--- src/cachePkg.sv ---
`default_nettype none

package cachePkg;

	localparam int wordBits = 32;
	localparam int addrBits = 32;
	localparam int wordsPerLine = 4;
	localparam int numSets = 16;
	localparam int numWays = 2;
	localparam int offsetBits = 4; // byte offset in a line
	localparam int wordSelBits = 2;
	localparam int indexBits = 4;
	localparam int tagBits = 24; // addrBits - indexBits - offsetBits

	typedef enum logic [1:0] {
		cmdNone,
		cmdRead,
		cmdWrite
	} cacheCmdE;

	typedef enum logic [2:0] {
		ctrlIdle,
		ctrlCheck,
		ctrlWriteBack,
		ctrlRefill,
		ctrlWaitFill
	} ctrlStateE;

	typedef logic [wordsPerLine-1:0][wordBits-1:0] lineT; // word 0 in the low bits

	typedef struct packed {
		cacheCmdE cmd;
		logic [addrBits-1:0] addr;
		logic [wordBits-1:0] writeData;
	} cpuReqS;

	typedef struct packed {
		cpuReqS req;
		logic hit;
		logic way; // hit way, else the victim
		logic victimDirty;
		logic [tagBits-1:0] victimTag;
		lineT line; // current line of that way
	} lookupResS;

	typedef struct packed {
		logic writeLine;
		logic [indexBits-1:0] index;
		logic way;
		logic [tagBits-1:0] tag;
		lineT line;
		logic dirty;
		logic touch; // way becomes most recently used
	} arrayWriteS;

	typedef struct packed {
		logic [addrBits-1:0] addr; // always line aligned
		lineT line;
	} memReqS;

endpackage

`default_nettype wire

--- src/cacheArrays.sv ---
`timescale 1ns/10ps
`default_nettype none

module cacheArrays
	import cachePkg::*;
(
	input logic clk,
	input logic reset,
	input logic [indexBits-1:0] lookupIndex,
	output logic [numWays-1:0][tagBits-1:0] setTags,
	output logic [numWays-1:0] setValid,
	output logic [numWays-1:0] setDirty,
	output logic setLru,
	output lineT [numWays-1:0] setLines,
	input arrayWriteS arrayWrite
);

	logic [tagBits-1:0] tagMem [numWays][numSets];
	lineT lineMem [numWays][numSets];
	logic [numWays-1:0][numSets-1:0] validBits;
	logic [numWays-1:0][numSets-1:0] dirtyBits;
	logic [numSets-1:0] lruBits; // names the least recently used way

	// combinational read of the whole set
	always_comb begin
		for (int w = 0; w < numWays; w++) begin
			setTags[w] = tagMem[w][lookupIndex];
			setLines[w] = lineMem[w][lookupIndex];
			setValid[w] = validBits[w][lookupIndex];
			setDirty[w] = dirtyBits[w][lookupIndex];
		end
		setLru = lruBits[lookupIndex];
	end

	always_ff @(posedge clk) begin
		if (arrayWrite.writeLine) begin
			tagMem[arrayWrite.way][arrayWrite.index] <= arrayWrite.tag;
			lineMem[arrayWrite.way][arrayWrite.index] <= arrayWrite.line;
			dirtyBits[arrayWrite.way][arrayWrite.index] <= arrayWrite.dirty;
		end
	end

	always_ff @(posedge clk) begin
		if (reset) begin
			validBits <= '0;
			lruBits <= '0; // way 0 is the first victim
		end else begin
			if (arrayWrite.writeLine) begin
				validBits[arrayWrite.way][arrayWrite.index] <= 1'b1;
			end
			if (arrayWrite.touch) begin
				lruBits[arrayWrite.index] <= ~arrayWrite.way; // other way is now lru
			end
		end
	end

endmodule

`default_nettype wire

--- src/cacheController.sv ---
`timescale 1ns/10ps
`default_nettype none

module cacheController
	import cachePkg::*;
(
	input logic clk,
	input logic reset,
	input cpuReqS cpuReq,
	input lookupResS lookupRes,
	output arrayWriteS arrayWrite,
	output logic done,
	output logic [wordBits-1:0] readData,
	output memReqS readReq,
	output logic memReadEnable,
	input logic memReadReady,
	input lineT fillLine,
	output memReqS writeReq,
	output logic memWriteEnable,
	input logic memWriteReady
);

	ctrlStateE state;
	logic lookupSettled;
	logic isWrite;
	logic [tagBits-1:0] reqTag;
	logic [indexBits-1:0] reqIndex;
	logic [wordSelBits-1:0] wordSel;
	logic checkNow;
	logic hitNow;
	logic fillNow;
	lineT mergedLine;

	assign isWrite = (lookupRes.req.cmd == cmdWrite);
	assign reqTag = lookupRes.req.addr[addrBits-1 -: tagBits];
	assign reqIndex = lookupRes.req.addr[offsetBits +: indexBits];
	assign wordSel = lookupRes.req.addr[offsetBits-1 -: wordSelBits];

	// second check cycle, lookup result belongs to the held request
	assign checkNow = (state == ctrlCheck) && lookupSettled;
	assign hitNow = checkNow && lookupRes.hit;
	assign fillNow = (state == ctrlWaitFill) && memReadReady;

	always_comb begin
		mergedLine = (state == ctrlWaitFill) ? fillLine : lookupRes.line;
		if (isWrite) begin
			mergedLine[wordSel] = lookupRes.req.writeData; // write allocate merge
		end
	end

	// lookup result holds steady during a miss, no array writes until the fill
	assign readReq.addr = {reqTag, reqIndex, {offsetBits{1'b0}}};
	assign readReq.line = '0;
	assign writeReq.addr = {lookupRes.victimTag, reqIndex, {offsetBits{1'b0}}};
	assign writeReq.line = lookupRes.line;

	always_comb begin
		arrayWrite.writeLine = (hitNow && isWrite) || fillNow;
		arrayWrite.index = reqIndex;
		arrayWrite.way = lookupRes.way;
		arrayWrite.tag = reqTag;
		arrayWrite.line = mergedLine;
		arrayWrite.dirty = isWrite;
		arrayWrite.touch = hitNow || fillNow; // every completed access
	end

	always_ff @(posedge clk) begin
		if (reset) begin
			state <= ctrlIdle;
			lookupSettled <= 1'b0;
			done <= 1'b0;
			memReadEnable <= 1'b0;
			memWriteEnable <= 1'b0;
		end else begin
			done <= 1'b0;
			memReadEnable <= 1'b0;
			memWriteEnable <= 1'b0;
			case (state)
				ctrlIdle: begin
					// done still high means the old command is on the bus
					if (!done && cpuReq.cmd != cmdNone) begin
						state <= ctrlCheck;
					end
				end
				ctrlCheck: begin
					lookupSettled <= !lookupSettled;
					if (checkNow) begin
						if (lookupRes.hit) begin
							done <= 1'b1;
							state <= ctrlIdle;
						end else if (lookupRes.victimDirty) begin
							memWriteEnable <= 1'b1;
							state <= ctrlWriteBack;
						end else begin
							memReadEnable <= 1'b1;
							state <= ctrlRefill;
						end
					end
				end
				ctrlWriteBack: begin
					if (memWriteReady) begin
						memReadEnable <= 1'b1; // refill right after write-back
						state <= ctrlRefill;
					end
				end
				ctrlRefill: begin
					state <= ctrlWaitFill; // enable pulse is high here
				end
				ctrlWaitFill: begin
					if (memReadReady) begin
						done <= 1'b1;
						state <= ctrlIdle;
					end
				end
				default: begin
					state <= ctrlIdle;
				end
			endcase
		end
	end

	always_ff @(posedge clk) begin
		if (hitNow || fillNow) begin
			readData <= mergedLine[wordSel];
		end
	end

endmodule

`default_nettype wire

--- src/cacheLookup.sv ---
`timescale 1ns/10ps
`default_nettype none

module cacheLookup
	import cachePkg::*;
(
	input logic clk,
	input logic reset,
	input cpuReqS cpuReq,
	output logic [indexBits-1:0] lookupIndex,
	input logic [numWays-1:0][tagBits-1:0] setTags,
	input logic [numWays-1:0] setValid,
	input logic [numWays-1:0] setDirty,
	input logic setLru,
	input lineT [numWays-1:0] setLines,
	output lookupResS lookupRes
);

	logic [tagBits-1:0] reqTag;
	logic [numWays-1:0] wayHit;
	logic anyHit;
	logic selWay;
	lookupResS resNext;

	assign reqTag = cpuReq.addr[addrBits-1 -: tagBits];
	assign lookupIndex = cpuReq.addr[offsetBits +: indexBits];

	always_comb begin
		for (int w = 0; w < numWays; w++) begin
			wayHit[w] = setValid[w] && (setTags[w] == reqTag);
		end
	end

	assign anyHit = |wayHit;

	// tags in a set are unique, so at most one way hits
	assign selWay = anyHit ? wayHit[1] : setLru;

	always_comb begin
		resNext.req = cpuReq;
		resNext.hit = anyHit;
		resNext.way = selWay;
		resNext.victimDirty = !anyHit && setValid[selWay] && setDirty[selWay];
		resNext.victimTag = setTags[selWay];
		resNext.line = setLines[selWay];
	end

	always_ff @(posedge clk) begin
		if (reset) begin
			lookupRes <= '0;
		end else begin
			lookupRes <= resNext; // refreshed every cycle
		end
	end

endmodule

`default_nettype wire

--- src/cacheTop.sv ---
`timescale 1ns/10ps
`default_nettype none

module cacheTop
	import cachePkg::*;
(
	input logic clk,
	input logic reset,
	input cpuReqS cpuReq,
	output logic done,
	output logic [wordBits-1:0] readData,
	output memReqS readReq,
	output logic memReadEnable,
	input logic memReadReady,
	input lineT fillLine,
	output memReqS writeReq,
	output logic memWriteEnable,
	input logic memWriteReady
);

	logic [indexBits-1:0] lookupIndex;
	logic [numWays-1:0][tagBits-1:0] setTags;
	logic [numWays-1:0] setValid;
	logic [numWays-1:0] setDirty;
	logic setLru;
	lineT [numWays-1:0] setLines;
	lookupResS lookupRes;
	arrayWriteS arrayWrite;

	cacheLookup i_cacheLookup (
		.clk(clk),
		.reset(reset),
		.cpuReq(cpuReq),
		.lookupIndex(lookupIndex),
		.setTags(setTags),
		.setValid(setValid),
		.setDirty(setDirty),
		.setLru(setLru),
		.setLines(setLines),
		.lookupRes(lookupRes)
	);

	cacheArrays i_cacheArrays (
		.clk(clk),
		.reset(reset),
		.lookupIndex(lookupIndex),
		.setTags(setTags),
		.setValid(setValid),
		.setDirty(setDirty),
		.setLru(setLru),
		.setLines(setLines),
		.arrayWrite(arrayWrite)
	);

	cacheController i_cacheController (
		.clk(clk),
		.reset(reset),
		.cpuReq(cpuReq),
		.lookupRes(lookupRes),
		.arrayWrite(arrayWrite),
		.done(done),
		.readData(readData),
		.readReq(readReq),
		.memReadEnable(memReadEnable),
		.memReadReady(memReadReady),
		.fillLine(fillLine),
		.writeReq(writeReq),
		.memWriteEnable(memWriteEnable),
		.memWriteReady(memWriteReady)
	);

endmodule

`default_nettype wire

--- config.mk ---
export PLATFORM = sky130hd
export DESIGN_NAME = cacheTop
export DESIGN_NICKNAME = d
export VERILOG_FILES = /design/src/cachePkg.sv /design/src/cacheArrays.sv /design/src/cacheController.sv /design/src/cacheLookup.sv /design/src/cacheTop.sv
export SDC_FILE = /design/constraint.sdc
export NUM_CORES = 2
export LEC_CHECK = 0
export ABC_CLOCK_PERIOD_IN_PS = 13300
export BUFFER_PORTS_ARGS = -buffer_cell sky130_fd_sc_hd__buf_2
export CORE_MARGIN = 2
export CORE_UTILIZATION = 25
export DETAILED_ROUTE_END_ITERATION = 8
export PLACE_DENSITY_LB_ADDON = 0.1
export REMOVE_ABC_BUFFERS = 1
export SYNTH_ARGS = -nofsm -noshare
export SYNTH_HDL_FRONTEND = slang
export SYNTH_HIERARCHICAL = 1
export SYNTH_MEMORY_MAX_BITS = 65536
export SYNTH_SLANG_ARGS = --single-unit
--- constraint.sdc ---
create_clock -name clk -period 13.3 [get_ports clk]
set_clock_uncertainty 0.1 [all_clocks]
set_input_delay 2.66 -clock clk [delete_from_list [all_inputs] [get_ports clk]]
set_output_delay 2.66 -clock clk [all_outputs]
set_load 0.005 [all_outputs]
* Yosys cells after proc, flatten, opt, wreduce, memory -nomap -nowiden
Memories as Yosys holds them, arrays and structs flattened.
Index checks and enable logic that the tools add are counted.
** Cells by class
- Multiply operators :: 0
- Eq/ne operators :: 11
- Shift-type cells :: 0
- $lt $le $gt $ge :: 11
- Reductions and logical operators :: 23
- Bitwise logic cells :: 6
- Add/sub/neg operators :: 0
- Mux-type cells :: 68
- Divide/modulo/power cells :: 0
** Operator list (count)
- $mux W2048 :: 1
- $mux W128 :: 9
- $bmux W128 S4 :: 2
- $demux W128 S4 :: 1
- $mux W384 :: 1
- $bmux W24 S4 :: 2
- $mux W24 :: 7
- $bwmux W128 :: 1
- $demux W24 S4 :: 1
- $bmux W32 S2 :: 1
- $demux W32 S2 :: 1
- $mux W32 :: 2
- $eq A24 B24 Y1 :: 2
- $bwmux W32 :: 1
- $or A32 B32 Y32 :: 1
- $mux W1 :: 21
- $bmux W1 S4 :: 5
- $bwmux W16 :: 1
- $demux W16 S1 :: 1
- $mux W16 :: 1
- $mux W3 :: 5
- $pmux W3 S5 :: 1
- $logic_and A1 B1 Y1 :: 13
- $ge A5 B5 Y1 const B :: 2
- 24 further kinds :: 36
** Storage, ports and cells
- Register bits after elaboration :: 340
- Word-level logic and storage cells :: 143
- Output and inout bits :: 355
- Bits in read-only memories :: 0
- RAM bits :: 4864
- Memories kept :: 2
- Bits in latches :: 0
** Memories
- i_cacheArrays.lineMem :: words 2, width 2048, rd ports 2, clocked after memory_dff 0, wr ports 1, line cacheArrays.sv:19 : lineT lineMem [numWays][numSets];
- i_cacheArrays.tagMem :: words 2, width 384, rd ports 2, clocked after memory_dff 0, wr ports 1, line cacheArrays.sv:18 : logic [tagBits-1:0] tagMem [numWays][numSets];

* Longest topological paths before layout
- Depth in word-level cells :: 12
- Gate-level depth with buffers :: 17

* Modules after synthesis
Netlist, hierarchy kept.
** Modules (own cells, without submodules)
- cacheArrays :: times used 1, area an instance 184898.6 µm², sequential area each 147981.9 µm², cells each 7850
- cacheLookup :: times used 1, area an instance 9166.3 µm², sequential area each 4424.2 µm², cells each 879
- cacheController :: times used 1, area an instance 9092.5 µm², sequential area each 1101.1 µm², cells each 1211

* Worst setup path before layout
No wires, ideal clock.
- Path kind :: input-to-reg
- Start :: input port memReadReady
- End :: memory i_cacheArrays/lineMem[1][0] (netlist bit), enable pin
- Path buffers :: 1
- Stages on the path :: 5
- Data arrival time :: 9.608 ns
- Slack :: 2.925 ns
- Data required time :: 12.534 ns
- Library setup time :: 0.666 ns
- Cells stage by stage :: a32oi_1 -> nor2_1 -> nand2_1 -> buf_1 -> nor2_1
** RTL lines
- from (decl) :: line cacheTop.sv:14 : input logic memReadReady,
- to (decl) :: line cacheArrays.sv:19

==> reports/results.txt <==
Status: finished with violations
Failing checks: capacitance limit, slew limit
Remaining DRCs: 0
Die X: 905 um
Setup CP Type: input port to register
Placed cell areas: 219000 um^2
Worst-path maximum fanout: 48
# rows: 331
Hold path depth: 2
F_max: 0.126 GHz
Share of cells above drive strength 1: 0.283
Synth warn: 6
Crit. End Element: register
RSZ-0062 raised after global routing: false
GRT overflow: 0
IR drop worst, VDD: 0.133 mV
CTS Buffer Depth: 4
TritonCTS buffer count: 617
Final setup TNS: 0 ps
# hold bufs at CTS: 0
Slew headroom: -0.00581
Worst-path clk slew: 60 ps
Max_cap viols: 2
Via count: 106000
PwrDens: 155 nW/um^2
Gp weighted congestion: 0.731
GRT Util Overall: 0.187
Synth-to-Final Area Change: 17.4%
CTS tree: done
CTS root buf: clkbuf_16
Final setup viols: 0
Io pins: 553
Final-report max-slew violation count: 4
Post-route ant nets: 0
Tcrit/Tclk final: 0.596
Routed WL: 793000 um
Dpl ws: 4110 ps
Initial Utilization: 0.250
Leakage power: 76.5 nW
Skew-Pair Late Insertion Delay: 1110 ps
Pin count of the biggest net entering global routing: 106
Postcts setup bufs: 0
Fill count: 79500
# nets final: 10800
Core area: 811000 um^2
Number of global-route vias before repair: 110000
CTS sink count: 5202
CP arrival: 8840 ps
DRT iter0 DRCs: 10900
Layout Utilization: 0.294
Slew @ Worst Pin: 1510 ps
CP Launch Type: input port
Post-CTS sizing: 0
Initial antenna violation count: 75
Routed WL per cell: 36.0 um
R2r worst-path depth: 9
Post-route cell area: 238000 um^2
Min Tclk post-route: 7930 ps
Synthesized area per cell: 20.4 um^2
Via density: 4.81
H-tree depth: 6
Port Buffers: 414
Worst EP required: 14210 ps
Hold Crit Class: register to register
Final Hold Viols: 0
Mapped Area: 203000 um^2
Total die area: 820000 um^2
Detailed Routing Iterations Pass 1: 6
Die Height: 905 um
Dpl hpwl: 447000 um
Syn Inst Count: 9936
Global-route wire length before repair: 1040000 um
Worst Slack Setup Final: 5370 ps
## placed cells by master, fill, tap and decap left out, drive strengths merged, types with 2 or more instances in the layout
cell      count
a22oi       394
clkinv      227
nand3         6
nor3b        98
a21oi        53
and4b         5
bufinv       28
and2          5
clkbuf      849
nor4b         6
a31oi         2
o22ai       206
xor2         22
nand2       241
mux4       1200
nor4bb      130
a311oi       16
edfxtp     4928
or4          32
nor2b        79
a211oi      128
a41o         18
mux2i       224
or2           3
nor2        469
nand4         9
dfxtp       274
diode        63
xnor2        28
clkinvlp      7
conb        136
inv          29
nand4bb       2
nor4         40
a22o         18
nor3          6
and4bb        6
buf         890
nand2b      310
## routing by layer
metal / global-route usage / share of wire
met1: 0.264 / 0.45
met2: 0.312 / 0.48
met3: 0.0243 / 0.048
met4: 0.0381 / 0.020
met5: 0 / 0
## metrics by stage
step	cells	hold WS (ps)	total power, W
5_1_grt	22000	392	0.0381
6_report	22000	368	0.0369
4_1_cts	22000	371	0.0374
2_1_floorplan	9108	331	0.0195
3_5_place_dp	20800	355	0.0207
3_3_place_gp	20800	347	0.0207
## worst paths after layout
path                                            startpoint                                  endpoint  slack (ps)
setup / recovery                                cpuReq[37]    i_cacheLookup/lookupRes[34]$_SDFF_PP0_        5370
hold / removal    i_cacheArrays/validBits[10]$_SDFFE_PP0P_  i_cacheArrays/validBits[10]$_SDFFE_PP0P_         370
setup reg to reg   i_cacheLookup/lookupRes[220]$_SDFF_PP0_  i_cacheArrays/lineMem[0][1097]$_DFFE_PP_        7340
hold reg to reg   i_cacheArrays/validBits[10]$_SDFFE_PP0P_  i_cacheArrays/validBits[10]$_SDFFE_PP0P_         370
## sequential cells by signal, indices dropped and copies added, names as in the netlist
signal / flops
i_cacheArrays/dirtyBits: 32
i_cacheArrays/lineMem: 4096
i_cacheArrays/lruBits: 16
i_cacheArrays/tagMem: 768
i_cacheArrays/validBits: 32
i_cacheController/done: 1
i_cacheController/lookupSettled: 1
i_cacheController/memReadEnable: 1
i_cacheController/memWriteEnable: 1
i_cacheController/readData: 32
i_cacheController/state: 3
i_cacheLookup/lookupRes: 219
## critical path, cell delays in order
cell and delay (ps):
buf_8 390, buf_4 650, buf_4 600, mux4_2 400, o22ai_1 180, nor2_1 110, xor2_1 290, nor4_1 640
nand4_1 300, a21boi_4 690, buf_4 720, buf_4 520, mux2i_1 240
## report_power, final
part           total, W  internal (W)  switching, W
clock network    0.0166       0.00952       0.00706
registers        0.0183        0.0182      0.000169
logic           0.00202      0.000649       0.00137
## layout make-up
cell class	count	area (um^2)	area share
clock buffers	849	16900	0.0711
multi-input cells	3902	45300	0.190
clock inverters	287	2800	0.0117
inverters	4	20.0	0.0000840
diodes	63	158	0.000661
flip-flops and latches	5202	153000	0.644
repair buffers	890	6240	0.0262
well taps	10800	13500	0.0568
Power figures use the tool's default switching activity.
